$ cat config.mk
export PLATFORM = sky130hd
export DESIGN_NAME = circ_step_select
export DESIGN_NICKNAME = d
export VERILOG_FILES = /design/src/design/pos_pkg.sv /design/src/design/circ_step_select.sv
export SDC_FILE = /design/constraint.sdc
export NUM_CORES = 1
export LEC_CHECK = 0
export BUFFER_PORTS_ARGS = -buffer_cell sky130_fd_sc_hd__buf_2
export CORE_MARGIN = 2
export CORE_UTILIZATION = 27
export DETAILED_ROUTE_END_ITERATION = 8
export PLACE_DENSITY = 0.43
export SYNTH_ARGS = -nofsm -noshare
export SYNTH_HDL_FRONTEND = slang
export SYNTH_SLANG_ARGS = --single-unit
export TNS_END_PERCENT = 20
$ cat constraint.sdc
create_clock -name vclk -period 14
set_input_delay 0.7 -clock vclk [all_inputs]
set_output_delay 0.7 -clock vclk [all_outputs]
set_load 0.03 [all_outputs]
$ cat src/design/pos_pkg.sv
package pos_pkg;

	localparam int POS_BITS = 8; // position coordinate width.

	typedef logic signed [POS_BITS-1:0] pos_t;

	// wide enough to hold the sum of two squares of 9-bit values.
	localparam int NUM_BITS = 20;

	typedef logic signed [NUM_BITS-1:0] num_t;

	localparam int PULSE_BITS = 8; // pulse count width per axis and step.

	typedef logic signed [PULSE_BITS-1:0] pulse_t;

	localparam int STEP_BITS = 8; // width of the step counter.

	typedef logic [STEP_BITS-1:0] step_cnt_t;

	localparam step_cnt_t STEP_CNT_MAX = '1; // counter saturates here and forces the end.

	// unit move directions of one step.
	typedef enum logic [1:0] {
		POS_DIR_UP,    // +Y.
		POS_DIR_DOWN,  // -Y.
		POS_DIR_LEFT,  // -X.
		POS_DIR_RIGHT  // +X.
	} pos_dir_t;

	localparam int MIN_FULL_STEPS = 4; // a full circle may not close before this.

endpackage : pos_pkg

$ cat src/design/circ_step_select.sv
`timescale 1ns/1ps

module circ_step_select (
	input  logic               is_cw,
	input  pos_pkg::num_t      rel_x,
	input  pos_pkg::num_t      rel_y,
	input  pos_pkg::num_t      end_rel_x,
	input  pos_pkg::num_t      end_rel_y,
	input  pos_pkg::num_t      start_rel_x,
	input  pos_pkg::num_t      start_rel_y,
	input  pos_pkg::num_t      r_squared,
	input  pos_pkg::num_t      r2_up,
	input  pos_pkg::num_t      r2_down,
	input  pos_pkg::num_t      r2_left,
	input  pos_pkg::num_t      r2_right,
	input  logic               full_circle,
	input  pos_pkg::step_cnt_t step_count,
	output pos_pkg::pos_dir_t  dir,
	output logic               is_last_mvt
);

	pos_pkg::pos_dir_t h_dir, v_dir; // tangent-aligned horizontal and vertical candidates.
	pos_pkg::num_t     h_err, v_err; // radius error of each candidate.
	pos_pkg::num_t     tgt_x, tgt_y; // point the arc closes on.
	pos_pkg::num_t     manhattan;    // distance left to the target.
	logic              min_done;     // enough steps for a full circle.

	function automatic pos_pkg::num_t abs_num(input pos_pkg::num_t v);
		return (v < 0) ? -v : v;
	endfunction

	// the tangent is (-y, x) counter-clockwise and (y, -x) clockwise.
	always_comb begin
		if (is_cw) begin
			h_dir = (rel_y >= 0) ? pos_pkg::POS_DIR_RIGHT : pos_pkg::POS_DIR_LEFT;
			v_dir = (rel_x >= 0) ? pos_pkg::POS_DIR_DOWN : pos_pkg::POS_DIR_UP;
		end else begin
			h_dir = (rel_y >= 0) ? pos_pkg::POS_DIR_LEFT : pos_pkg::POS_DIR_RIGHT;
			v_dir = (rel_x >= 0) ? pos_pkg::POS_DIR_UP : pos_pkg::POS_DIR_DOWN;
		end
	end

	assign h_err = abs_num(((h_dir == pos_pkg::POS_DIR_LEFT) ? r2_left : r2_right) - r_squared);
	assign v_err = abs_num(((v_dir == pos_pkg::POS_DIR_UP) ? r2_up : r2_down) - r_squared);

	always_comb begin
		if (v_err < h_err) begin
			dir = v_dir; // vertical move stays closer to the circle.
		end else begin
			dir = h_dir; // ties go to the horizontal axis.
		end
	end

	// a full circle closes back on its start point.
	assign tgt_x = full_circle ? start_rel_x : end_rel_x;
	assign tgt_y = full_circle ? start_rel_y : end_rel_y;

	assign manhattan = abs_num(rel_x - tgt_x) + abs_num(rel_y - tgt_y);
	assign min_done  = (step_count >= pos_pkg::step_cnt_t'(pos_pkg::MIN_FULL_STEPS));

	// near the target finish, the saturated counter ends a runaway arc.
	assign is_last_mvt = ((manhattan <= pos_pkg::num_t'(2)) && (!full_circle || min_done))
		|| (step_count == pos_pkg::STEP_CNT_MAX);

endmodule : circ_step_select

== Yosys cells after proc, flatten, opt, wreduce, memory -nomap -nowiden ==
Index checks and enable logic that the tools add are counted.

* Register bits: 0
* Logic and storage cells: 40

* Add/sub/neg operators: 9
* Magnitude comparators: 9
* Equality and inequality tests: 2
* Mux-type cells: 15
* Reduce and logical (&&, ||, !) cells: 5

{| class="wikitable"
|+ Operators by type and width
! kind !! count
|-
| 2-to-1 mux 20 bit || 8
|-
| less-than comparator 20 x 1 -> 1 bit, second input constant || 4
|-
| negation 20 bit || 4
|-
| subtractor 20 bit || 4
|-
| >= comparator 20 x 1 -> 1 bit, second input constant || 2
|-
| adder 20 bit || 1
|-
| less-or-equal comparator 20 x 3 -> 1 bit, second input constant || 1
|-
| less-than comparator 20 bit || 1
|-
| equality test 8 bit, second input constant || 1
|-
| >= comparator 8 x 3 -> 1 bit, second input constant || 1
|-
| 2-to-1 mux 1 bit || 6
|-
| equality test 2 bit, second input constant || 1
|-
| zero test 2 bit || 1
|-
| logical OR 1 bit || 2
|-
| 2-to-1 mux 2 bit || 1
|-
| logical AND 1 bit || 1
|-
| zero test 1 bit || 1
|}

== Logic depth before layout (Yosys ltp) ==
* Depth after elaboration: 10
* Depth in mapped cells: 27
* Gate-level depth less buffers: 25

== Worst setup path after synthesis ==
OpenSTA, ideal clock, no wires.

* Path kind: input to output
* Start point: input port full_circle
* End point: output port is_last_mvt
* Arrival: 6781 ps
* Data required time: 13300 ps
* Path slack: 6519 ps
* Cell stages on the path: 26
* Path buffers: 5
* Cells stage by stage: clkbuf_1 buf_1 buf_1 mux2i_1 ha_1 buf_6 a2111o_1 a221o_1 a32o_1 a311oi_2 a21oi_2 xor2_2 clkbuf_1 o21a_1 inv_1 fa_1 nor2b_1 o21ai_0 a21oi_1 o21ai_0 a2111oi_0 o21ai_0 a21boi_0 o41ai_1 a31oi_1 nand3_1

* Word-level cells in the longest chain between the ends: 8

{| class="wikitable"
|+ RTL lines
! item !! line !! RTL
|-
| start: declaration || circ_step_select.sv:16 || <nowiki>input logic full_circle,</nowiki>
|-
| 2-to-1 mux 20 bit (on tied branches) || circ_step_select.sv:55, circ_step_select.sv:56 ||
|-
| subtractor 20 bit || circ_step_select.sv:58 || <nowiki>assign manhattan = abs_num(rel_x - tgt_x) + abs_num(rel_y - tgt_y);</nowiki>
|-
| negation 20 bit or less-than comparator 20 x 1 -> 1 bit (tied branches) || circ_step_select.sv:29 || <nowiki>return (v < 0) ? -v : v;</nowiki>
|-
| 2-to-1 mux 20 bit || circ_step_select.sv:29 ||
|-
| adder 20 bit || circ_step_select.sv:58 ||
|-
| less-or-equal comparator 20 x 3 -> 1 bit || circ_step_select.sv:62 || <nowiki>assign is_last_mvt = ((manhattan <= pos_pkg::num_t'(2)) && (!full_circle || min_done))</nowiki>
|-
| logical AND 1 bit * || circ_step_select.sv:62 ||
|-
| logical OR 1 bit * || circ_step_select.sv:63 || <nowiki>|| (step_count == pos_pkg::STEP_CNT_MAX);</nowiki>
|-
| end: declaration || circ_step_select.sv:19 || <nowiki>output logic is_last_mvt</nowiki>
|}

Mark *: on every way between the ends. The rest lies on a longest branch, timed or not.

== Worst setup path after layout ==
Same ends and word-level chain as after synthesis.

==> flow_metrics.env <==
export IMPL_leakage_nw=4.578
export IMPL_finish_instance_area_sq_um=9824
export IMPL_io_pins=233
export IMPL_antenna_found_initial=1
export IMPL_grt_pass1_wl_um=42580
export IMPL_die_area_sq_um=31910
export IMPL_synth_cell_area_sq_um=8235
export IMPL_mostFrequentLayoutCells="buf_2 (233), ha_1 (119), xnor2_1 (82), nor2_1 (80), inv_1 (73)"
export IMPL_power_total_mw=1.251
export IMPL_required_ns=13.30
export IMPL_seq_cell_count=0
export IMPL_power_share_combinational_pct=100.0
export IMPL_syn_area_per_cell_sq_um=7.360
export IMPL_hp_class="in2out"
export IMPL_hold_viol=0
export IMPL_relSlewSlack_pct=42.35
export IMPL_rows=63
export IMPL_crit_path_end_kind="output pin"
export IMPL_slew_viol_final=0
export IMPL_grt_pass1_vias=8578
export IMPL_syn_nets=1473
export IMPL_yosysTopAreaCellShare_pct=18.08
export IMPL_cp_data_arrival_time_ns=7.26
export IMPL_min_period_ns=7.959
export IMPL_worstSetupPathType="in2out"
export IMPL_fin_cells=1721
export IMPL_dpl_worst_slack_ns=6.010
export IMPL_yosys_top_cells_area="ha_1 (18%), xnor2_1 (8.7%), mux2i_1 (5.6%)"
export IMPL_via_count=8899
export IMPL_swShare_pct=57.63
export IMPL_port_buffers=233
export IMPL_antenna_left=0
export IMPL_postSynthCellCount=1119
export IMPL_dpl_cell_area_sq_um=9822
export IMPL_globalRouteTotalUtil_pct=16.20
export IMPL_postCtsSetupBuffers=0
export IMPL_gp_congestion=0.8703
export IMPL_dp_cells=1720
export IMPL_die_h_um=178.6
export IMPL_fin_crit_sh_pct=56.85
export IMPL_synth_area_leader_cell="ha_1"
export IMPL_grt_start_max_net_pins=42
export IMPL_synth_distinct_cells=89
export IMPL_fin_nets=1686
export IMPL_drtIter0Drc=405
export IMPL_cts_resized=0
export IMPL_seq_area_sq_um=0
export IMPL_max_freq_ghz=0.1256
export IMPL_fillers=3273
export IMPL_n_clock_buffer=0
export IMPL_rsz0062_at_grt="no"
export IMPL_clkPwrFrac_pct=0
export IMPL_drt_first_pass_iters=5
export IMPL_critPathLaunchType="input pin"
export IMPL_vias_per_cell=5.171
export IMPL_seq_area_frac_synth_pct=0
export IMPL_multi_input_area_sq_um=7864
export IMPL_wl_um=26880
export IMPL_sequentialPowerShare_pct=0
export IMPL_wire_per_inst_um=15.62
export IMPL_area_growth_pct=19.30
export IMPL_drive_above_1_share_pct=23.68
export IMPL_drc=0
export IMPL_cap_viol_max_count=0
export IMPL_power_internal_mw=0.5302
export IMPL_worst_slack_ns=6.041
export IMPL_final_setup_viol_count=0
export IMPL_tightest_slew_ns=0.8618
export IMPL_ir_drop_v=0.00005840
export IMPL_p_per_area_nw_per_um2=127.4
export IMPL_die_x_um=178.6
export IMPL_start_util_pct=27.57
export IMPL_cp_max_fo=41
export IMPL_p_sw_mw=0.7210
export IMPL_dp_hpwl_um=23610
export IMPL_final_common_cell="buf_2"
export IMPL_status="finished clean"
export IMPL_gr_total_overflow=0
export IMPL_core_sq_um=29870
export IMPL_ctsHoldBuffers=0
export IMPL_yosysWarnings=0
export IMPL_setup_tns_final_ns=0
[kinds of logic after synthesis]
logic type,share of synthesized area [%]
XOR/XNOR,13.90
buffers and inverters,4.694
multiplexers,10.92
adder cells (fa/ha/maj),19.30
AO/OA/AOI/OAI,29.02
AND/OR/NAND/NOR,22.17
[routing by layer]
layer	wire (um)	GRT usage (%)
met5	0	0
met4	267	1.626
met3	807	0.3836
met2	12780	28.96
met1	13030	22.36
[power groups by stage]
stage                     combinational, mW  sequential [mW]     clock [mW]
final                                  1.25                0  0.00000000955
after global routing                   1.41                0  0.00000000955
after CTS                              1.25                0              0
after detailed placement               1.24                0              0
after global placement                 1.26                0              0
after floorplan                       0.959                0              0
[critical path: stages]
cell	delay (ns)
buf_2	0.07
buf_4	0.57
mux2i_1	0.17
ha_1	0.49
nand4_1	0.21
a2111oi_4	0.39
o311ai_1	0.19
a21oi_2	0.24
a31oi_1	0.15
o21ai_2	0.23
xor2_1	0.71
nor2_1	0.07
a21oi_1	0.21
inv_1	0.09
fa_1	0.43
nor2b_1	0.12
o21ai_0	0.12
a21oi_1	0.26
o21ai_0	0.16
a2111oi_0	0.57
o21ai_0	0.23
a21boi_0	0.22
o41ai_1	0.10
a31oi_1	0.13
nand3_1	0.17
buf_2	0.23
[area by class of cell]
cell class | instances | share of cell area (%)
diodes | 1 | 0.02547
well taps | 390 | 4.967
inverters | 73 | 2.789
repair buffers | 237 | 12.18
multi-input cells | 1020 | 80.04
[per-stage QoR]
stage | util (%) | hold slack (ns)
floorplan | - | 1.816
CTS | 32.88 | 2.126
global placement | 32.88 | 2.116
finish | 32.89 | 2.162
detailed placement | 32.88 | 2.126
global route | 32.89 | 2.190
[synthesized netlist by cell type, drive strengths merged (15+ instances only)]
cell type,number
clkbuf,15
xor2,46
xnor2,83
ha,119
a21oi,75
nand3,30
o31ai,16
a21o,35
mux2,39
o21ai,70
and3,15
nand2,50
and2,20
o21a,23
nor2,81
nor3,33
a31oi,24
inv,73
mux2i,46
nor2b,21
[path summary, 6_finish.rpt]
path / from / slack, ns / cells past startpoint / to
worst max-delay path: full_circle / 6.04 / 26 / is_last_mvt
worst min-delay path: step_count[3] / 2.16 / 6 / is_last_mvt
No activity file was read; power rests on OpenSTA's default activity.
