### src/design/op_pkg.sv
package op_pkg;

	// arc command codes, one bit is enough for the two arc senses.
	typedef enum logic {
		OP_CMD_G02 = 1'b0, // clockwise arc.
		OP_CMD_G03 = 1'b1  // counter-clockwise arc.
	} op_cmd_t;

	localparam int OP_ARG_BITS = 8; // width of each of X, Y, I and J.

	// signed argument, I/J are always offsets from the start point.
	typedef logic signed [OP_ARG_BITS-1:0] op_arg_t;

	localparam int OP_FLAGS_BITS = 2; // number of flag bits carried with a command.

	typedef logic [OP_FLAGS_BITS-1:0] op_flags_t;

	localparam int OP_FLAGS_FULL_CIRCLE_BIT = 0; // set to draw a complete circle.
	localparam int OP_FLAGS_AXES_CROSS_BIT  = 1; // reserved, the engine ignores it.

endpackage : op_pkg

### src/design/pos_pkg.sv
package pos_pkg;

	localparam int POS_BITS = 8; // position coordinate width.

	typedef logic signed [POS_BITS-1:0] pos_t;

	// wide enough to hold the sum of two squares of 9-bit values.
	localparam int NUM_BITS = 20;

	typedef logic signed [NUM_BITS-1:0] num_t;

	localparam int PULSE_BITS = 8; // pulse count width per axis and step.

	typedef logic signed [PULSE_BITS-1:0] pulse_t;

	localparam int STEP_BITS = 8; // width of the step counter.

	typedef logic [STEP_BITS-1:0] step_cnt_t;

	localparam step_cnt_t STEP_CNT_MAX = '1; // counter saturates here and forces the end.

	// unit move directions of one step.
	typedef enum logic [1:0] {
		POS_DIR_UP,    // +Y.
		POS_DIR_DOWN,  // -Y.
		POS_DIR_LEFT,  // -X.
		POS_DIR_RIGHT  // +X.
	} pos_dir_t;

	localparam int MIN_FULL_STEPS = 4; // a full circle may not close before this.

endpackage : pos_pkg

### src/design/circ_arc_geometry.sv
`timescale 1ns/1ps

module circ_arc_geometry (
	input  op_pkg::op_cmd_t  op_cmd,
	input  op_pkg::op_arg_t  op_arg_x,
	input  op_pkg::op_arg_t  op_arg_y,
	input  op_pkg::op_arg_t  op_arg_i,
	input  op_pkg::op_arg_t  op_arg_j,
	input  logic             is_absolute,
	input  pos_pkg::pos_t    last_x,
	input  pos_pkg::pos_t    last_y,
	input  pos_pkg::pos_t    cur_x,
	input  pos_pkg::pos_t    cur_y,
	input  pos_pkg::pos_dir_t dir,
	input  logic             is_last_mvt,
	output pos_pkg::num_t    rel_x,
	output pos_pkg::num_t    rel_y,
	output pos_pkg::num_t    start_rel_x,
	output pos_pkg::num_t    start_rel_y,
	output pos_pkg::num_t    end_rel_x,
	output pos_pkg::num_t    end_rel_y,
	output pos_pkg::num_t    r_squared,
	output pos_pkg::num_t    r2_up,
	output pos_pkg::num_t    r2_down,
	output pos_pkg::num_t    r2_left,
	output pos_pkg::num_t    r2_right,
	output logic             is_cw,
	output pos_pkg::pulse_t  pulse_num_x,
	output pos_pkg::pulse_t  pulse_num_y,
	output pos_pkg::pos_t    new_x,
	output pos_pkg::pos_t    new_y
);

	pos_pkg::num_t start_x_n, start_y_n; // absolute start point, widened.
	pos_pkg::num_t cur_x_n, cur_y_n;     // absolute live position, widened.
	pos_pkg::num_t end_x_n, end_y_n;     // absolute end point.
	pos_pkg::num_t center_x, center_y;   // absolute circle center.

	function automatic pos_pkg::num_t square_num(input pos_pkg::num_t v);
		return v * v; // the calculation width covers every square used here.
	endfunction

	assign start_x_n = pos_pkg::num_t'(last_x); // signed cast sign-extends.
	assign start_y_n = pos_pkg::num_t'(last_y);
	assign cur_x_n   = pos_pkg::num_t'(cur_x);
	assign cur_y_n   = pos_pkg::num_t'(cur_y);

	// the end point is absolute or an offset from the start.
	assign end_x_n = is_absolute ? pos_pkg::num_t'(op_arg_x) : start_x_n + pos_pkg::num_t'(op_arg_x);
	assign end_y_n = is_absolute ? pos_pkg::num_t'(op_arg_y) : start_y_n + pos_pkg::num_t'(op_arg_y);

	assign center_x = start_x_n + pos_pkg::num_t'(op_arg_i); // I/J always relative to start.
	assign center_y = start_y_n + pos_pkg::num_t'(op_arg_j);

	assign rel_x       = cur_x_n - center_x;   // live position seen from the center.
	assign rel_y       = cur_y_n - center_y;
	assign start_rel_x = start_x_n - center_x; // equals -I.
	assign start_rel_y = start_y_n - center_y; // equals -J.
	assign end_rel_x   = end_x_n - center_x;
	assign end_rel_y   = end_y_n - center_y;

	assign r_squared = square_num(start_rel_x) + square_num(start_rel_y); // commanded radius.

	// squared radius after each of the four possible unit moves.
	assign r2_up    = square_num(rel_x) + square_num(rel_y + pos_pkg::num_t'(1));
	assign r2_down  = square_num(rel_x) + square_num(rel_y - pos_pkg::num_t'(1));
	assign r2_left  = square_num(rel_x - pos_pkg::num_t'(1)) + square_num(rel_y);
	assign r2_right = square_num(rel_x + pos_pkg::num_t'(1)) + square_num(rel_y);

	assign is_cw = (op_cmd == op_pkg::OP_CMD_G02); // G02 turns clockwise.

	always_comb begin
		pulse_num_x = '0; // idle axis sends no pulses.
		pulse_num_y = '0;
		new_x       = cur_x;
		new_y       = cur_y;
		if (is_last_mvt) begin
			pulse_num_x = pos_pkg::pulse_t'(end_x_n - cur_x_n); // remaining distance, truncated.
			pulse_num_y = pos_pkg::pulse_t'(end_y_n - cur_y_n);
			new_x       = pos_pkg::pos_t'(end_x_n); // land exactly on the end point.
			new_y       = pos_pkg::pos_t'(end_y_n);
		end else begin
			case (dir)
				pos_pkg::POS_DIR_UP: begin
					pulse_num_y = pos_pkg::pulse_t'(1);
					new_y       = cur_y + pos_pkg::pos_t'(1);
				end
				pos_pkg::POS_DIR_DOWN: begin
					pulse_num_y = pos_pkg::pulse_t'(-1);
					new_y       = cur_y - pos_pkg::pos_t'(1);
				end
				pos_pkg::POS_DIR_LEFT: begin
					pulse_num_x = pos_pkg::pulse_t'(-1);
					new_x       = cur_x - pos_pkg::pos_t'(1);
				end
				default: begin // right.
					pulse_num_x = pos_pkg::pulse_t'(1);
					new_x       = cur_x + pos_pkg::pos_t'(1);
				end
			endcase
		end
	end

endmodule : circ_arc_geometry

### config.mk
export PLATFORM = sky130hd
export DESIGN_NAME = circ_arc_geometry
export DESIGN_NICKNAME = d
export VERILOG_FILES = /design/src/design/op_pkg.sv /design/src/design/pos_pkg.sv /design/src/design/circ_arc_geometry.sv
export SDC_FILE = /design/constraint.sdc
export NUM_CORES = 2
export LEC_CHECK = 0
export BUFFER_PORTS_ARGS = -buffer_cell sky130_fd_sc_hd__buf_2
export CAP_MARGIN = 25
export CORE_MARGIN = 1.5
export CORE_UTILIZATION = 60
export DETAILED_ROUTE_END_ITERATION = 16
export MAX_ROUTING_LAYER = met4
export PLACE_DENSITY = 0.81
export SYNTH_ARGS = -nofsm -noshare
export SYNTH_HDL_FRONTEND = slang
export SYNTH_SLANG_ARGS = --single-unit
### constraint.sdc
create_clock -name vclk -period 18.4
set_input_delay 2.76 -clock vclk [all_inputs]
set_output_delay 2.76 -clock vclk [all_outputs]
set_load 0.01 [all_outputs]
## After elaboration in Yosys (flattened, before gate mapping)

Index checks and enable logic that the tools add are counted.
W data, S select, Z words.

- Input bits: 69
- Register bits after elaboration: 0
- Logic and storage cells: 48

- Multipliers: 8
- Mux-type cells: 10
- $add $sub $neg: 25
- Equal/unequal tests: 2
- Reduce and logical (&&, ||, !) cells: 2
- Bitwise operators: 1

Operators by type and width:

| cell | count |
|---|---|
| $add A20 B20 Y20 | 5 |
| $mul A10 B10 Y20 | 4 |
| $mul A11 B11 Y20 | 4 |
| $pmux W8 S2 | 4 |
| $mux W20 | 2 |
| $sub A20 B9 Y20 | 2 |
| $sub A8 B9 Y10 | 4 |
| $add A8 B8 Y9 | 4 |
| $mux W8 | 4 |
| $add A10 B2 Y11 const B | 2 |
| $sub A10 B2 Y11 const B | 2 |
| $add A8 B2 Y8 const B | 2 |
| $sub A8 B2 Y8 const B | 2 |
| $sub A8 B8 Y8 | 2 |
| $eq A2 B1 Y1 const B | 1 |
| $eq A2 B2 Y1 const B | 1 |
| $logic_not A2 Y1 | 1 |
| $reduce_or A2 Y1 | 1 |
| $not A1 Y1 | 1 |

## Longest topological paths before layout

- Depth after elaboration: 5
- Gate-level depth with buffers: 50
- Depth with buffers taken out: 49

## Worst setup path before layout

Ideal clock, no wire load.

- Path type: input port to output port
- Start: in op_arg_i[0]
- End: out r2_up[19]
- Arrival time: 13.944 ns
- Stages on the path: 44
- Required time: 15.640 ns
- Buffers on the path: 0
- Setup slack: 1.696 ns
- Cell sequence: ha_1 fa_1 a21o_1 a21oi_1 xor2_1 ha_1 or3b_2 o211ai_1 a311oi_1 xnor2_2 clkinv_1 nand2_1 fa_1 fa_1 inv_1 ha_1 fa_1 fa_1 (+8 left out) a21o_1 a21oi_1 xor2_1 fa_1 inv_1 ha_1 fa_1 inv_1 fa_1 fa_1 inv_1 ha_1 nand2_1 o41ai_1 a21o_1 a21oi_1 xnor3_1 xnor2_1

- Word-level cells in the longest chain between the ends: 4

Ends and longest elaborated chain:

| item | line | text |
|---|---|---|
| from (decl) | circ_arc_geometry.sv:7 | `input op_pkg::op_arg_t op_arg_i,` |
| $add A8 B8 Y9 | circ_arc_geometry.sv:52 | `assign center_x = start_x_n + pos_pkg::num_t'(op_arg_i);` |
| $sub A8 B9 Y10 | circ_arc_geometry.sv:55 | `assign rel_x = cur_x_n - center_x;` |
| net rel_x[5] | circ_arc_geometry.sv:16 | `output pos_pkg::num_t rel_x,` |
| $mul A10 B10 Y20 | circ_arc_geometry.sv:40 | `return v * v;` |
| $add A20 B20 Y20 | circ_arc_geometry.sv:65 | `assign r2_up = square_num(rel_x) + square_num(rel_y + pos_pkg::num_t'(1));` |
| to (decl) | circ_arc_geometry.sv:23 | `output pos_pkg::num_t r2_up,` |

The timed path passes the listed nets, and every way through them passes these cells.

## Worst setup path after layout

- Start: in last_y[0]
- End: out r2_left[19]

- Word-level cells in the longest chain between the ends: 4

Ends and longest elaborated chain:

| item | line | text |
|---|---|---|
| from (decl) | circ_arc_geometry.sv:11 | `input pos_pkg::pos_t last_y,` |
| $add A8 B8 Y9 | circ_arc_geometry.sv:53 | `assign center_y = start_y_n + pos_pkg::num_t'(op_arg_j);` |
| $sub A8 B9 Y10 | circ_arc_geometry.sv:56 | `assign rel_y = cur_y_n - center_y;` |
| $mul A10 B10 Y20 | circ_arc_geometry.sv:40 |  |
| $add A20 B20 Y20 | circ_arc_geometry.sv:67 | `assign r2_left = square_num(rel_x - pos_pkg::num_t'(1)) + square_num(rel_y);` |
| to (decl) | circ_arc_geometry.sv:25 | `output pos_pkg::num_t r2_left,` |

No other way between the ends.

==> out/metrics.csv <==
metric;value;unit
status;completed;
final period utilization;0.962;
seq_cells;0;
unrepaired setup endpoints after global routing;no;
FP Rows;91;
Reg area;0;µm²
placed cell area;39800;µm²
Post-Synthesis Net Count;5625;
Synth Area per Inst;8.80;µm²
hold path depth;3;
Die Wd;253;µm
post-synth top area cell;fa_1;
Initial Utilization;0.607;
hpwl dp;82000;µm
met3 WL;5570;µm
area delta synth->final;6.44;%
largest net degree at the start of global routing;48;
Hold Violations, Final;0;
CP most frequent cell;fa_1;
Final Max Slew Viols;0;
Post-CTS Hold Buffers;0;
Final min period;17.69;ns
I/O pins;322;
GPL Wtd Cong;0.984;
post-synth top area share;0.436;
Crit path largest cell delay;0.56;ns
Worst slew margin;0.293;
Yosys warnings;0;
vias in the first global route;30797;
layout cells sized above 1;0.0976;
GRT Overall Usage;0.306;
required time of the critical path;15.64;ns
vias per cell;5.36;
total number of vias;28682;
Area contributors post-synth;fa_1 (44%), ha_1 (16%), inv_1 (12%), xnor2_1 (5.4%), nor2_1 (3.1%);
die span in y;253;µm
Buffers on Ports;322;
DR WL/cell;17.0;µm
final net count;5888;
DR top layer;met4;
actual slew at the worst max-slew pin;1.05;ns
M1 WL;35500;µm
Post-Synthesis Cells;4257;
CORE AREA;61700;µm²
DRT Pass-1 Iters;5;
Final setup viols;0;
crit path capture type;output pin;
critical path arrival;14.93;ns
Max-Cap Viols;0;
fmax;56.5;MHz
Hold Startpoint;op_cmd;
Fin Setup TNS;0;ns
DRT antenna net count;0;
CP max-delay cell;xnor2_1;
detailed-route DRC error count;0;
Crit Path Max Fanout;9;
initial antenna violation count;2;
die area;63900;µm²
Distinct cells, synth;89;
DRT Wirelength;91100;µm
Netlist Area Pre-Place;37500;µm²
Setup CP Type;in -> out;
clock buffer count;0;
post-synthesis sequential area ratio;0;
Hold Crit Class;in -> out;
Iter 0 DRT Violations;1670;
most frequent cells in the layout;inv_1 (1185), fa_1 (816), ha_1 (483), buf_2 (322), nor2_1 (311);
cell area after layout;39900;µm²
crit path from;last_y[0];
first-pass GRT wire length;151000;µm
Worst setup SP type;input port;
grt ovf;0;
most common cell after layout, fill and taps aside;inv_1;
DR WL met2;46600;µm
through the flow:
stage               setup slack (ns)  std cells  hold slack (ns)   util
finish                         0.705       5356             5.74  0.646
global route                 0.00670       5356             5.76  0.646
CTS                            0.722       5353             5.74  0.645
detailed placement             0.737       5353             5.74  0.645
global placement               0.968       5353             5.74  0.645
floorplan                       1.70       4257             5.56      -
per-layer routing:
| metal | track usage | vias to the layer above |
|---|---|---|
| met4 | 0.0950 | 0 |
| met1 | 0.374 | 14266 |
| li1 | - | 13258 |
| met2 | 0.540 | 961 |
| met3 | 0.0258 | 197 |
| met5 | - | - |
timing repair:
action	CTS	global route
resized for setup	0	2
setup buffers	0	0
hold endpoints to repair	0	0
endpoints found under the setup margin	0	2
cell usage after synthesis, drive strengths merged, types with 15 or more instances:
library cell  instances
a21boi               17
a21o                 77
a21oi               127
buf                  62
clkbuf               38
clkinv               17
fa                  816
ha                  483
inv                1203
maj3                 17
nand2               307
nand2b               28
nand3                31
nor2                314
nor2b                31
nor3                 39
o21a                 17
o21ai               115
o21bai               22
or3                  15
xnor2               241
xor2                 73
final timing paths:
check                    endpoint  slack (ns)
worst max-delay path  r2_left[19]        0.71
worst min-delay path        is_cw        5.74
worst max-delay path: cells and delay by family:
family / cells / cell delay [ns]
and+or+nand+nor: 5 / 0.48
adders and majority gates: 16 / 6.86
buffers and inverters: 8 / 0.78
AOI/OAI and AO/OA: 12 / 2.22
xor gates and xnor gates: 4 / 1.46
muxes: 1 / 0.34
layout make-up:
| class | count | area, µm² |
|---|---|---|
| multi-input cells | 2937 | 32300 |
| well taps | 837 | 1050 |
| diodes | 1 | 2.50 |
| repair buffers | 361 | 1900 |
| fillers | 5255 | 21800 |
| inverters | 1220 | 4580 |
logic make-up (layout without fill, tap and decap cells):
| logic type | after synthesis | after routing | share of synthesized area |
|---|---|---|---|
| AO/OA/AOI/OAI | 449 | 449 | 0.0779 |
| XOR/XNOR | 318 | 318 | 0.0794 |
| adder cells (fa/ha/maj) | 1316 | 1316 | 0.602 |
| buffers and inverters | 1320 | 1581 | 0.137 |
| multiplexers | 27 | 27 | 0.00778 |
| other | 0 | 1 | 0 |
| AND/OR/NAND/NOR | 827 | 827 | 0.0956 |
Power is not shown: default switching activity piles up to over one toggle a cycle in this logic, so the estimate is an artifact.
