## src/design/op_pkg.sv

```systemverilog
package op_pkg;

	// arc command codes, one bit is enough for the two arc senses.
	typedef enum logic {
		OP_CMD_G02 = 1'b0, // clockwise arc.
		OP_CMD_G03 = 1'b1  // counter-clockwise arc.
	} op_cmd_t;

	localparam int OP_ARG_BITS = 8; // width of each of X, Y, I and J.

	// signed argument, I/J are always offsets from the start point.
	typedef logic signed [OP_ARG_BITS-1:0] op_arg_t;

	localparam int OP_FLAGS_BITS = 2; // number of flag bits carried with a command.

	typedef logic [OP_FLAGS_BITS-1:0] op_flags_t;

	localparam int OP_FLAGS_FULL_CIRCLE_BIT = 0; // set to draw a complete circle.
	localparam int OP_FLAGS_AXES_CROSS_BIT  = 1; // reserved, the engine ignores it.

endpackage : op_pkg

```

## src/design/pos_pkg.sv

```systemverilog
package pos_pkg;

	localparam int POS_BITS = 8; // position coordinate width.

	typedef logic signed [POS_BITS-1:0] pos_t;

	// wide enough to hold the sum of two squares of 9-bit values.
	localparam int NUM_BITS = 20;

	typedef logic signed [NUM_BITS-1:0] num_t;

	localparam int PULSE_BITS = 8; // pulse count width per axis and step.

	typedef logic signed [PULSE_BITS-1:0] pulse_t;

	localparam int STEP_BITS = 8; // width of the step counter.

	typedef logic [STEP_BITS-1:0] step_cnt_t;

	localparam step_cnt_t STEP_CNT_MAX = '1; // counter saturates here and forces the end.

	// unit move directions of one step.
	typedef enum logic [1:0] {
		POS_DIR_UP,    // +Y.
		POS_DIR_DOWN,  // -Y.
		POS_DIR_LEFT,  // -X.
		POS_DIR_RIGHT  // +X.
	} pos_dir_t;

	localparam int MIN_FULL_STEPS = 4; // a full circle may not close before this.

endpackage : pos_pkg

```

## src/design/circ_op_handler.sv

```systemverilog
`timescale 1ns/1ps

module circ_op_handler (
	input  logic               clk,
	input  logic               arst_n,
	input  logic               op_valid,
	input  op_pkg::op_cmd_t    op_cmd,
	input  op_pkg::op_arg_t    op_arg_x,
	input  op_pkg::op_arg_t    op_arg_y,
	input  op_pkg::op_arg_t    op_arg_i,
	input  op_pkg::op_arg_t    op_arg_j,
	input  op_pkg::op_flags_t  op_flags,
	input  logic               is_absolute,
	input  pos_pkg::pos_t      new_x,
	input  pos_pkg::pos_t      new_y,
	input  logic               is_last_mvt,
	output op_pkg::op_cmd_t    l_cmd,
	output op_pkg::op_arg_t    l_arg_x,
	output op_pkg::op_arg_t    l_arg_y,
	output op_pkg::op_arg_t    l_arg_i,
	output op_pkg::op_arg_t    l_arg_j,
	output logic               l_absolute,
	output logic               full_circle,
	output pos_pkg::pos_t      last_x,
	output pos_pkg::pos_t      last_y,
	output pos_pkg::pos_t      cur_x,
	output pos_pkg::pos_t      cur_y,
	output pos_pkg::step_cnt_t step_count,
	output logic               busy,
	output logic               step_valid,
	output logic               done
);

	typedef enum logic [1:0] {
		IDLE,   // waiting for a command.
		STEP,   // one motor step per cycle.
		FINISH  // arc complete, done is high.
	} state_t;

	state_t state, state_nxt;
	logic   accept; // command taken this cycle.

	assign accept = op_valid && (state != STEP); // strobes during an arc are dropped.

	always_comb begin
		state_nxt = state;
		case (state)
			IDLE, FINISH: begin
				state_nxt = accept ? STEP : IDLE; // finish lasts a single cycle.
			end
			STEP: begin
				if (is_last_mvt) begin
					state_nxt = FINISH; // this edge commits the final step.
				end
			end
			default: begin
				state_nxt = IDLE;
			end
		endcase
	end

	always_ff @(posedge clk or negedge arst_n) begin
		if (!arst_n) begin
			state      <= IDLE;
			cur_x      <= '0; // the machine starts at the origin.
			cur_y      <= '0;
			step_count <= '0;
		end else begin
			state <= state_nxt;
			if (accept) begin
				step_count <= '0; // every arc counts from zero.
			end else if (state == STEP) begin
				cur_x <= new_x; // commit the step chosen this cycle.
				cur_y <= new_y;
				if (step_count != pos_pkg::STEP_CNT_MAX) begin
					step_count <= step_count + pos_pkg::step_cnt_t'(1);
				end
			end
		end
	end

	// command fields and start point held for the whole arc.
	always_ff @(posedge clk) begin
		if (accept) begin
			l_cmd       <= op_cmd;
			l_arg_x     <= op_arg_x;
			l_arg_y     <= op_arg_y;
			l_arg_i     <= op_arg_i;
			l_arg_j     <= op_arg_j;
			l_absolute  <= is_absolute;
			full_circle <= op_flags[op_pkg::OP_FLAGS_FULL_CIRCLE_BIT];
			last_x      <= cur_x; // the arc starts where the last one ended.
			last_y      <= cur_y;
		end
	end

	assign busy       = (state == STEP);
	assign step_valid = (state == STEP); // one step on every busy cycle.
	assign done       = (state == FINISH);

endmodule : circ_op_handler

```

## config.mk

```make
export PLATFORM = sky130hd
export DESIGN_NAME = circ_op_handler
export DESIGN_NICKNAME = d
export VERILOG_FILES = /design/src/design/op_pkg.sv /design/src/design/pos_pkg.sv /design/src/design/circ_op_handler.sv
export SDC_FILE = /design/constraint.sdc
export NUM_CORES = 1
export LEC_CHECK = 0
export BUFFER_PORTS_ARGS = -buffer_cell sky130_fd_sc_hd__buf_2
export CAP_MARGIN = 5
export CORE_AREA = 2 2 84 86
export CTS_BUF_LIST = sky130_fd_sc_hd__clkbuf_8
export CTS_CLUSTER_DIAMETER = 30
export CTS_CLUSTER_SIZE = 40
export DETAILED_ROUTE_END_ITERATION = 8
export DIE_AREA = 0 0 86 88
export HOLD_SLACK_MARGIN = 0.03
export PLACE_DENSITY = 0.75
export SETUP_SLACK_MARGIN = 0.15
export SYNTH_ARGS = -nofsm -noshare
export SYNTH_HDL_FRONTEND = slang
export SYNTH_SLANG_ARGS = --single-unit
```

## constraint.sdc

```tcl
create_clock -name clk -period 3.7 [get_ports clk]
set_clock_uncertainty 0.2 [all_clocks]
set_input_delay 0 -clock clk [delete_from_list [all_inputs] [get_ports clk]]
set_output_delay 0 -clock clk [all_outputs]
set_load 0.05 [all_outputs]
```

# Yosys cells after proc, flatten, opt, wreduce, memory -nomap -nowiden
# Cells that the tools add are included.
[totals]
inputBits = 56
wordCells = 33
register_bits = 77
[op_classes]
n_mux = 6
bitwise = 1
reduce_logical = 7
n_addsub = 1
n_eq_ne = 5
[ops]
columns = ["operator", "n"]
rows = [
  ["2-to-1 mux 8 bit", 3],
  ["adder 8 x 1 -> 8 bit, second input constant", 1],
  ["inequality test 8 bit, second input constant", 1],
  ["one-hot mux 2 bit (2 select lines)", 1],
  ["AND reduction 2 bit", 2],
  ["nonzero test 2 bit", 2],
  ["== test 2 x 1 -> 1 bit, second input constant", 1],
  ["== test 2 bit, second input constant", 1],
  ["logical NOT 2 bit", 1],
  ["2-to-1 mux 2 bit", 1],
  ["inequality test 2 x 1 -> 1 bit, second input constant", 1],
  ["inequality test 2 bit, second input constant", 1],
  ["OR reduction 2 bit", 1],
  ["logical AND 1 bit", 1],
  ["2-to-1 mux 1 bit", 1],
  ["NOT 1 bit", 1],
]

# Longest topological paths before layout
# Gate-level depths: netlist of the first run.
[logic_depth]
ltp_word = 4
depth_mapped = 6

# Worst setup path before layout of the first run
# OpenSTA, ideal clock, no wires.
[synth_timing]
kind = "register to register"
start = "reg state[0]"
end = "reg full_circle, enable pin"
arrival_ns = 2.975
slack_ns = 0.056
path_buffers = 1
stages_incl_launch_ff = 5
setup_time_ns = 0.469
period_less_slack_ns = 3.644
path_cell_list = "dfrtp_1 -> nand2b_1 -> buf_6 -> inv_2 -> nor2_1"
[synth_via]
elab_chain_cells = 2
[synth_rtl]
columns = ["element", "line", "source"]
rows = [
  ["start: declaration", "circ_op_handler.sv:40", "state_t state, state_nxt;"],
  ["start signal: assignment", "circ_op_handler.sv:69", "state <= state_nxt;"],
  ["inequality test 2 x 1 -> 1 bit", "circ_op_handler.sv:43", "assign accept = op_valid && (state != STEP);"],
  ["logical AND 1 bit", "circ_op_handler.sv:43", ""],
  ["end signal: assignment", "circ_op_handler.sv:91", "full_circle <= op_flags[op_pkg::OP_FLAGS_FULL_CIRCLE_BIT];"],
  ["end: declaration", "circ_op_handler.sv:23", "output logic full_circle,"],
]
# No other way between the ends.
# A chain may end at the register's enable or synchronous reset.

==> results.tsv, run 1 <==
metric	value	unit
share of layout cells above drive strength 1	39.9	%
post-DP HPWL	4.19	mm
setup violators final	0	
EDFF count, synth	51	
Tot Pwr	2.77	mW
synth top area cells	edfxtp_1, dfrtp_1, nand2_1	
chip width	86	um
I/O Buffers	132	
total grt overflow	0	
Hold Vio Cnt, Final	0	
crit end category	asynchronous set/reset pin	
clock root cell	clkbuf_8	
Yosys top cell area share	56.3	%
Top FF cell, synth	edfxtp_1	
die area	7570	um2
crit path max fanout	14	
total core area	6640	um2
Mapped Cells	181	
RSZ-0062 raised after global routing	no	
Area Overhead vs Synth	56.7	%
most common cell in the netlist	edfxtp_1	
final max-slew violation count	0	
Clk Latency, worst-skew pair	0.33	ns
WL/cell	16.2	um
mapped cell area	2720	um2
Worst-path clk slew	0.08	ns
Comb pwr share	32.2	%
internal power	1.68	mW
post-route clock period utilization	60.6	%
max frequency	446	MHz
vias in the first global route	2162	
Final nets	433	
asr flop ratio synth	33.8	%
Worst Hold Class	primary input to flip-flop	
antenna violations before repair	1	
DRC	0	
routed wire length	7.47	mm
Worst Path Arrival	2.45	ns
Synth Warn #	0	
post_cts resized	0	
Net Sw Frac	39.4	%
MaxCap Viol Count	0	
htree depth	3	
Worst Path Required	3.90	ns
clock network fraction of total power	25.3	%
effective utilization at floorplan	41.0	%
Final Core Density	64.2	%
Net Sw Power	1.09	mW
Max clock buf depth	2	
sequential area share after synthesis	80.2	%
CP Class	primary input to asynchronous set/reset pin	
DRT antenna net count	0	
vias per cell	4.78	
Leak	1.95	nW
Synth cell types	31	
Yosys reg bits	77	
Flop pwr share	42.4	%
final setup TNS	0	ns
Total GRT Usage	19.0	%
power density cells	650	nW/um2
CTS buffer count	9	
I/O pin cnt	134	
CTS tree	done	
Yosys top cell by area	edfxtp_1	
outcome	completed	
min cycle time layout	2.24	ns
DIE HEIGHT	88	um
Net Count, Synth	238	
gpl congestion	0.823	
CTS Sinks	77	
Mean Syn Cell Area	15.0	um2
CP Launch Type	primary input	
actual slew at the worst max-slew pin	0.809	ns
largest net degree at the start of global routing	30	
first-pass GRT wire length	10.7	mm
1st-iter DRT viols	116	
via count	2207	
std cell rows	30	
Worst VDD drop	0.000403	V
1st-pass router iterations	6	
Synth top cells by count	edfxtp_1, nand2_1, dfrtp_1, inv_1	
Rel. slew slack	45.9	%
==> state kept, by name (all words and copies together) (netlist names) <==
signal and count:
cur_x 8, cur_y 8, full_circle 1, l_absolute 1
l_arg_i 8, l_arg_j 8, l_arg_x 8, l_arg_y 8
l_cmd 1, last_x 8, last_y 8, state 2
step_count 8
==> final cells by class <==
cell class                      instances  area, um2
Antenna cell                            1       2.50
Clock buffer                            9        124
Clock inverter                          7        100
Fill cell                             494       2380
Inverter                                6       22.5
Multi-Input combinational cell         91        474
Sequential cell                        77       2180
Tap cell                               80        100
Timing Repair Buffer                  191       1260
==> logic make-up after synthesis <==
| kind of cell | synth area share (%) |
|---|---|
| buf+inv | 2.67 |
| simple gates | 11.8 |
| compound gates | 4.87 |
| flops | 80.2 |
| fa+ha+maj | 0.460 |
==> worst paths after layout <==
check                            start       endpoint  slack, ns  cells after the start
hold reg to reg               cur_y[4]      last_y[4]       0.27                      0
max in group clk              state[0]      last_y[5]       1.49                      4
hold / removal             op_arg_y[7]     l_arg_y[7]       0.17                      2
setup / recovery                arst_n  step_count[5]       1.46                      4
setup reg to reg              state[0]      last_y[5]       1.49                      4
min in group asynchronous       arst_n       cur_y[3]       0.44                      3
==> placed cells by master, fill, tap and decap left out, drive strengths merged <==
master and instances:
buf 134, dlygate4sd3 57, edfxtp 51, nand2 50, dfrtp 26, clkbuf 9
inv 8, nor3 4, a211oi 4, and3 3, o21ai 3, a21oi 3
nand2b 2, nand3 2, nand4 2, a41oi 2, and4 2, a2111oi 2
bufinv 2, clkinv 2, nor2 2, diode 1, nor2b 1, o22ai 1
o31a 1, and2 1, nor4 1, nand4b 1, or4 1, a211o 1
o22a 1, ha 1, clkinvlp 1
==> power by group through the flow <==
stage	Sequential, mW	Combinational [mW]	Clock [mW]
after floorplan	1.66	0.161	0
after global placement	1.18	0.835	0
after detailed placement	1.19	0.845	0
after CTS	1.17	0.896	0.712
after global routing	1.19	0.940	0.753
final	1.18	0.893	0.703
==> worst max-delay path: stages <==
cell and delay, ns:
dlygate4sd3_1 0.53, dlygate4sd3_1 0.55, buf_2 0.29, dlygate4sd3_1 1.07
==> repair_timing <==
| action | CTS | global route |
|---|---|---|
| endpoints found under the hold margin | 82 | 0 |
| setup endpoints to repair | 0 | 0 |
| buffers inserted | 0 | 0 |
| hold buffers | 57 | 0 |
==> routing by layer <==
| layer | global-route usage, % | vias up | share of wire, % |
|---|---|---|---|
| met5 | 0 | - | 0 |
| met4 | 8.23 | 0 | 2.3 |
| met3 | 5.66 | 20 | 8.0 |
| met2 | 33.2 | 102 | 50 |
| met1 | 21.7 | 1037 | 40 |
| li1 | - | 1048 | - |
==> per-stage QoR <==
step	hold WS, ns	cell area (um2)	instances	setup slack [ns]
after global routing	0.162	4260	462	1.23
after detailed placement	-0.151	3470	388	1.47
after CTS	0.156	4260	461	1.39
after floorplan	-0.496	2720	181	0.997
after global placement	-0.149	3470	388	1.50
final	0.171	4260	462	1.46
Note: power is estimated with default switching activity, not from simulation.
==> run 2: changes to the inputs <==
==> constraint.sdc (replaced) <==
create_clock -name clk -period 2 [get_ports clk]
set_clock_uncertainty 0.2 [all_clocks]
set_input_delay 0 -clock clk [delete_from_list [all_inputs] [get_ports clk]]
set_output_delay 0 -clock clk [all_outputs]
set_load 0.05 [all_outputs]
==> run 2 against run 1 <==
Compared with the run above:
- die area stayed put
- global-route usage is 0.70 points higher
- non-clock buffer count is 2 higher
- routed wire length is 1.4% lower
- combinational power is 89% higher
- sequential power is 85% higher
- register-to-register slack worse by 1.3 ns
- clock-buffer cell count stayed put
- worst setup slack worse by 1.2 ns
- utilization is 0.38 points lower
- worst hold slack worse by 0.0056 ns
- flip-flop and latch count stayed put
- critical path type is now flip-flop to flip-flop
- critical endpoint is now state[0]
- largest cell class unchanged
- largest power group unchanged
==> results.tsv, run 2 (synthesized netlist as in run 1, its figures left out) <==
metric	value	unit	change
outcome	completed		
largest net degree at the start of global routing	52		+73%
reg-to-reg startpoint	state[0]		
placed cell area	3490	um2	+0.72%
Worst-path clk slew	0.08	ns	about the same
DRC	0		unchanged
Hold Vio Cnt, Final	0		unchanged
Clk Latency, worst-skew pair	0.34	ns	about the same
worst r2r path cells	4		unchanged
Area Overhead vs Synth	55.8	%	
most frequent cells in the layout	buf_2, dlygate4sd3_1, edfxtp_1, nand2_1, dfrtp_1		
CTS buffer count	9		unchanged
htree depth	3		unchanged
routed wire length	7.37	mm	-1.4%
Worst Path Required	2.03	ns	-1.87 ns
crit path max fanout	12		-2
MaxCap Viol Count	0		unchanged
via count	2207		unchanged
total core area	6640	um2	unchanged
Worst Hold Class	primary input to flip-flop		
WHS Endpoint	full_circle		
post-route clock period utilization	88.7	%	
final max-slew violation count	0		unchanged
1st-iter DRT viols	123		+6.0%
actual slew at the worst max-slew pin	0.790	ns	-0.0191 ns
die area	7570	um2	unchanged
post-DP HPWL	4.28	mm	+2.3%
setup repair bufs after CTS	0		unchanged
final setup TNS	0	ns	unchanged
I/O pin cnt	134		unchanged
CP Class	flip-flop to flip-flop		
Worst VDD drop	0.000624	V	+55%
vias in the first global route	2203		+1.9%
max frequency	564	MHz	
vias per cell	4.77		-0.22%
antenna violations before repair	0		-1
Rel. slew slack	47.2	%	+1.2 points
CTS Sinks	77		unchanged
DRT antenna net count	0		unchanged
power density cells	1150	nW/um2	+77%
design area	4240	um2	-0.59%
DIE HEIGHT	88	um	unchanged
total grt overflow	0		unchanged
Tot Pwr	4.87	mW	+76%
post-route setup slack	0.227	ns	-1.23 ns
std cell rows	30		unchanged
Max clock buf depth	2		unchanged
leading cell type in the layout, fill and taps excluded	buf_2		
effective utilization at floorplan	41.0	%	unchanged
Final Core Density	63.8	%	-0.38 points
WL/cell	15.9	um	-1.6%
pre-CTS setup slack	0.287	ns	-1.18 ns
1st-pass router iterations	4		-2
hold depth	2		unchanged
clock root cell	clkbuf_8		
gpl congestion	0.786		-4.5%
CTS tree	done		
crit end category	flip-flop		
setup violators final	0		unchanged
Reg2Reg Capture Point	state[0]		
share of layout cells above drive strength 1	41.0	%	+1.1 points
worst hold start	op_flags[0]		
# diodes	0		-1
Total GRT Usage	19.7	%	+0.70 points
RSZ-0062 raised after global routing	no		
I/O Buffers	132		unchanged
first-pass GRT wire length	11.1	mm	+3.7%
Worst R2R Setup Slack	0.23	ns	-1.26 ns
Final nets	435		+0.46%
chip width	86	um	unchanged
Leak	1.94	nW	-0.89%
CP Launch Type	flip-flop		
Worst Path Arrival	1.80	ns	-0.65 ns
min cycle time layout	1.77	ns	
number of fill cells	507		+2.6%
-- run 2: stage by stage --
step | std cells | hold slack [ns]
final | 463 | 0.166
after global routing | 463 | 0.154
after CTS | 463 | 0.148
after detailed placement | 390 | -0.142
after global placement | 390 | -0.144
after floorplan | 181 | -0.496
-- run 2: how the worst max path moves through the flow --
stage                  startpoint            end  slack [ns]  cells past startpoint
finish                   state[0]       state[0]        0.23                      4
global route             state[1]       state[0]        0.15                      4
CTS                      state[0]       state[0]        0.19                      4
detailed placement  step_count[0]  step_count[1]        0.29                      4
global placement    step_count[0]  step_count[1]        0.32                      4
floorplan                state[0]    full_circle       -0.08                      4
-- run 2: area by class of cell --
type	count	area [um2]	share of cell area, %
multi-input cells	91	477	11.2
flip-flops and latches	77	2180	51.5
well taps	80	100	2.36
clock inverters	7	40.0	0.945
clock buffers	9	124	2.92
inverters	6	27.5	0.649
repair buffers	193	1290	30.3
-- run 2: where the power goes --
part           internal, mW  switching, mW
sequential             2.02          0.165
combinational         0.408           1.28
clock                 0.441          0.563
total                  2.87           2.01
-- run 2: what timing repair did --
| action | 4_1_cts | 5_1_grt |
|---|---|---|
| hold buffers | 57 | 0 |
| resized for setup | 2 | 2 |
| endpoints found under the hold margin | 87 | 0 |
| endpoints found under the setup margin | 2 | 3 |
-- run 2: layer usage --
metal | routed length (um) | up-vias | part of all wire [%] | track usage [%]
met5 | 0 | - | 0 | 0
met4 | 20 | 0 | 0.27 | 6.93
met3 | 589 | 2 | 8.0 | 5.84
met2 | 3920 | 106 | 53 | 34.6
met1 | 2840 | 1054 | 39 | 23.0
li1 | - | 1045 | - | -
-- run 2: worst max-delay path, cell delays in order, from the launching register on --
cell and delay [ns]:
dfrtp_1 0.41, nand2b_1 0.21, buf_6 0.20, o22ai_1 0.08
dlygate4sd3_1 0.56
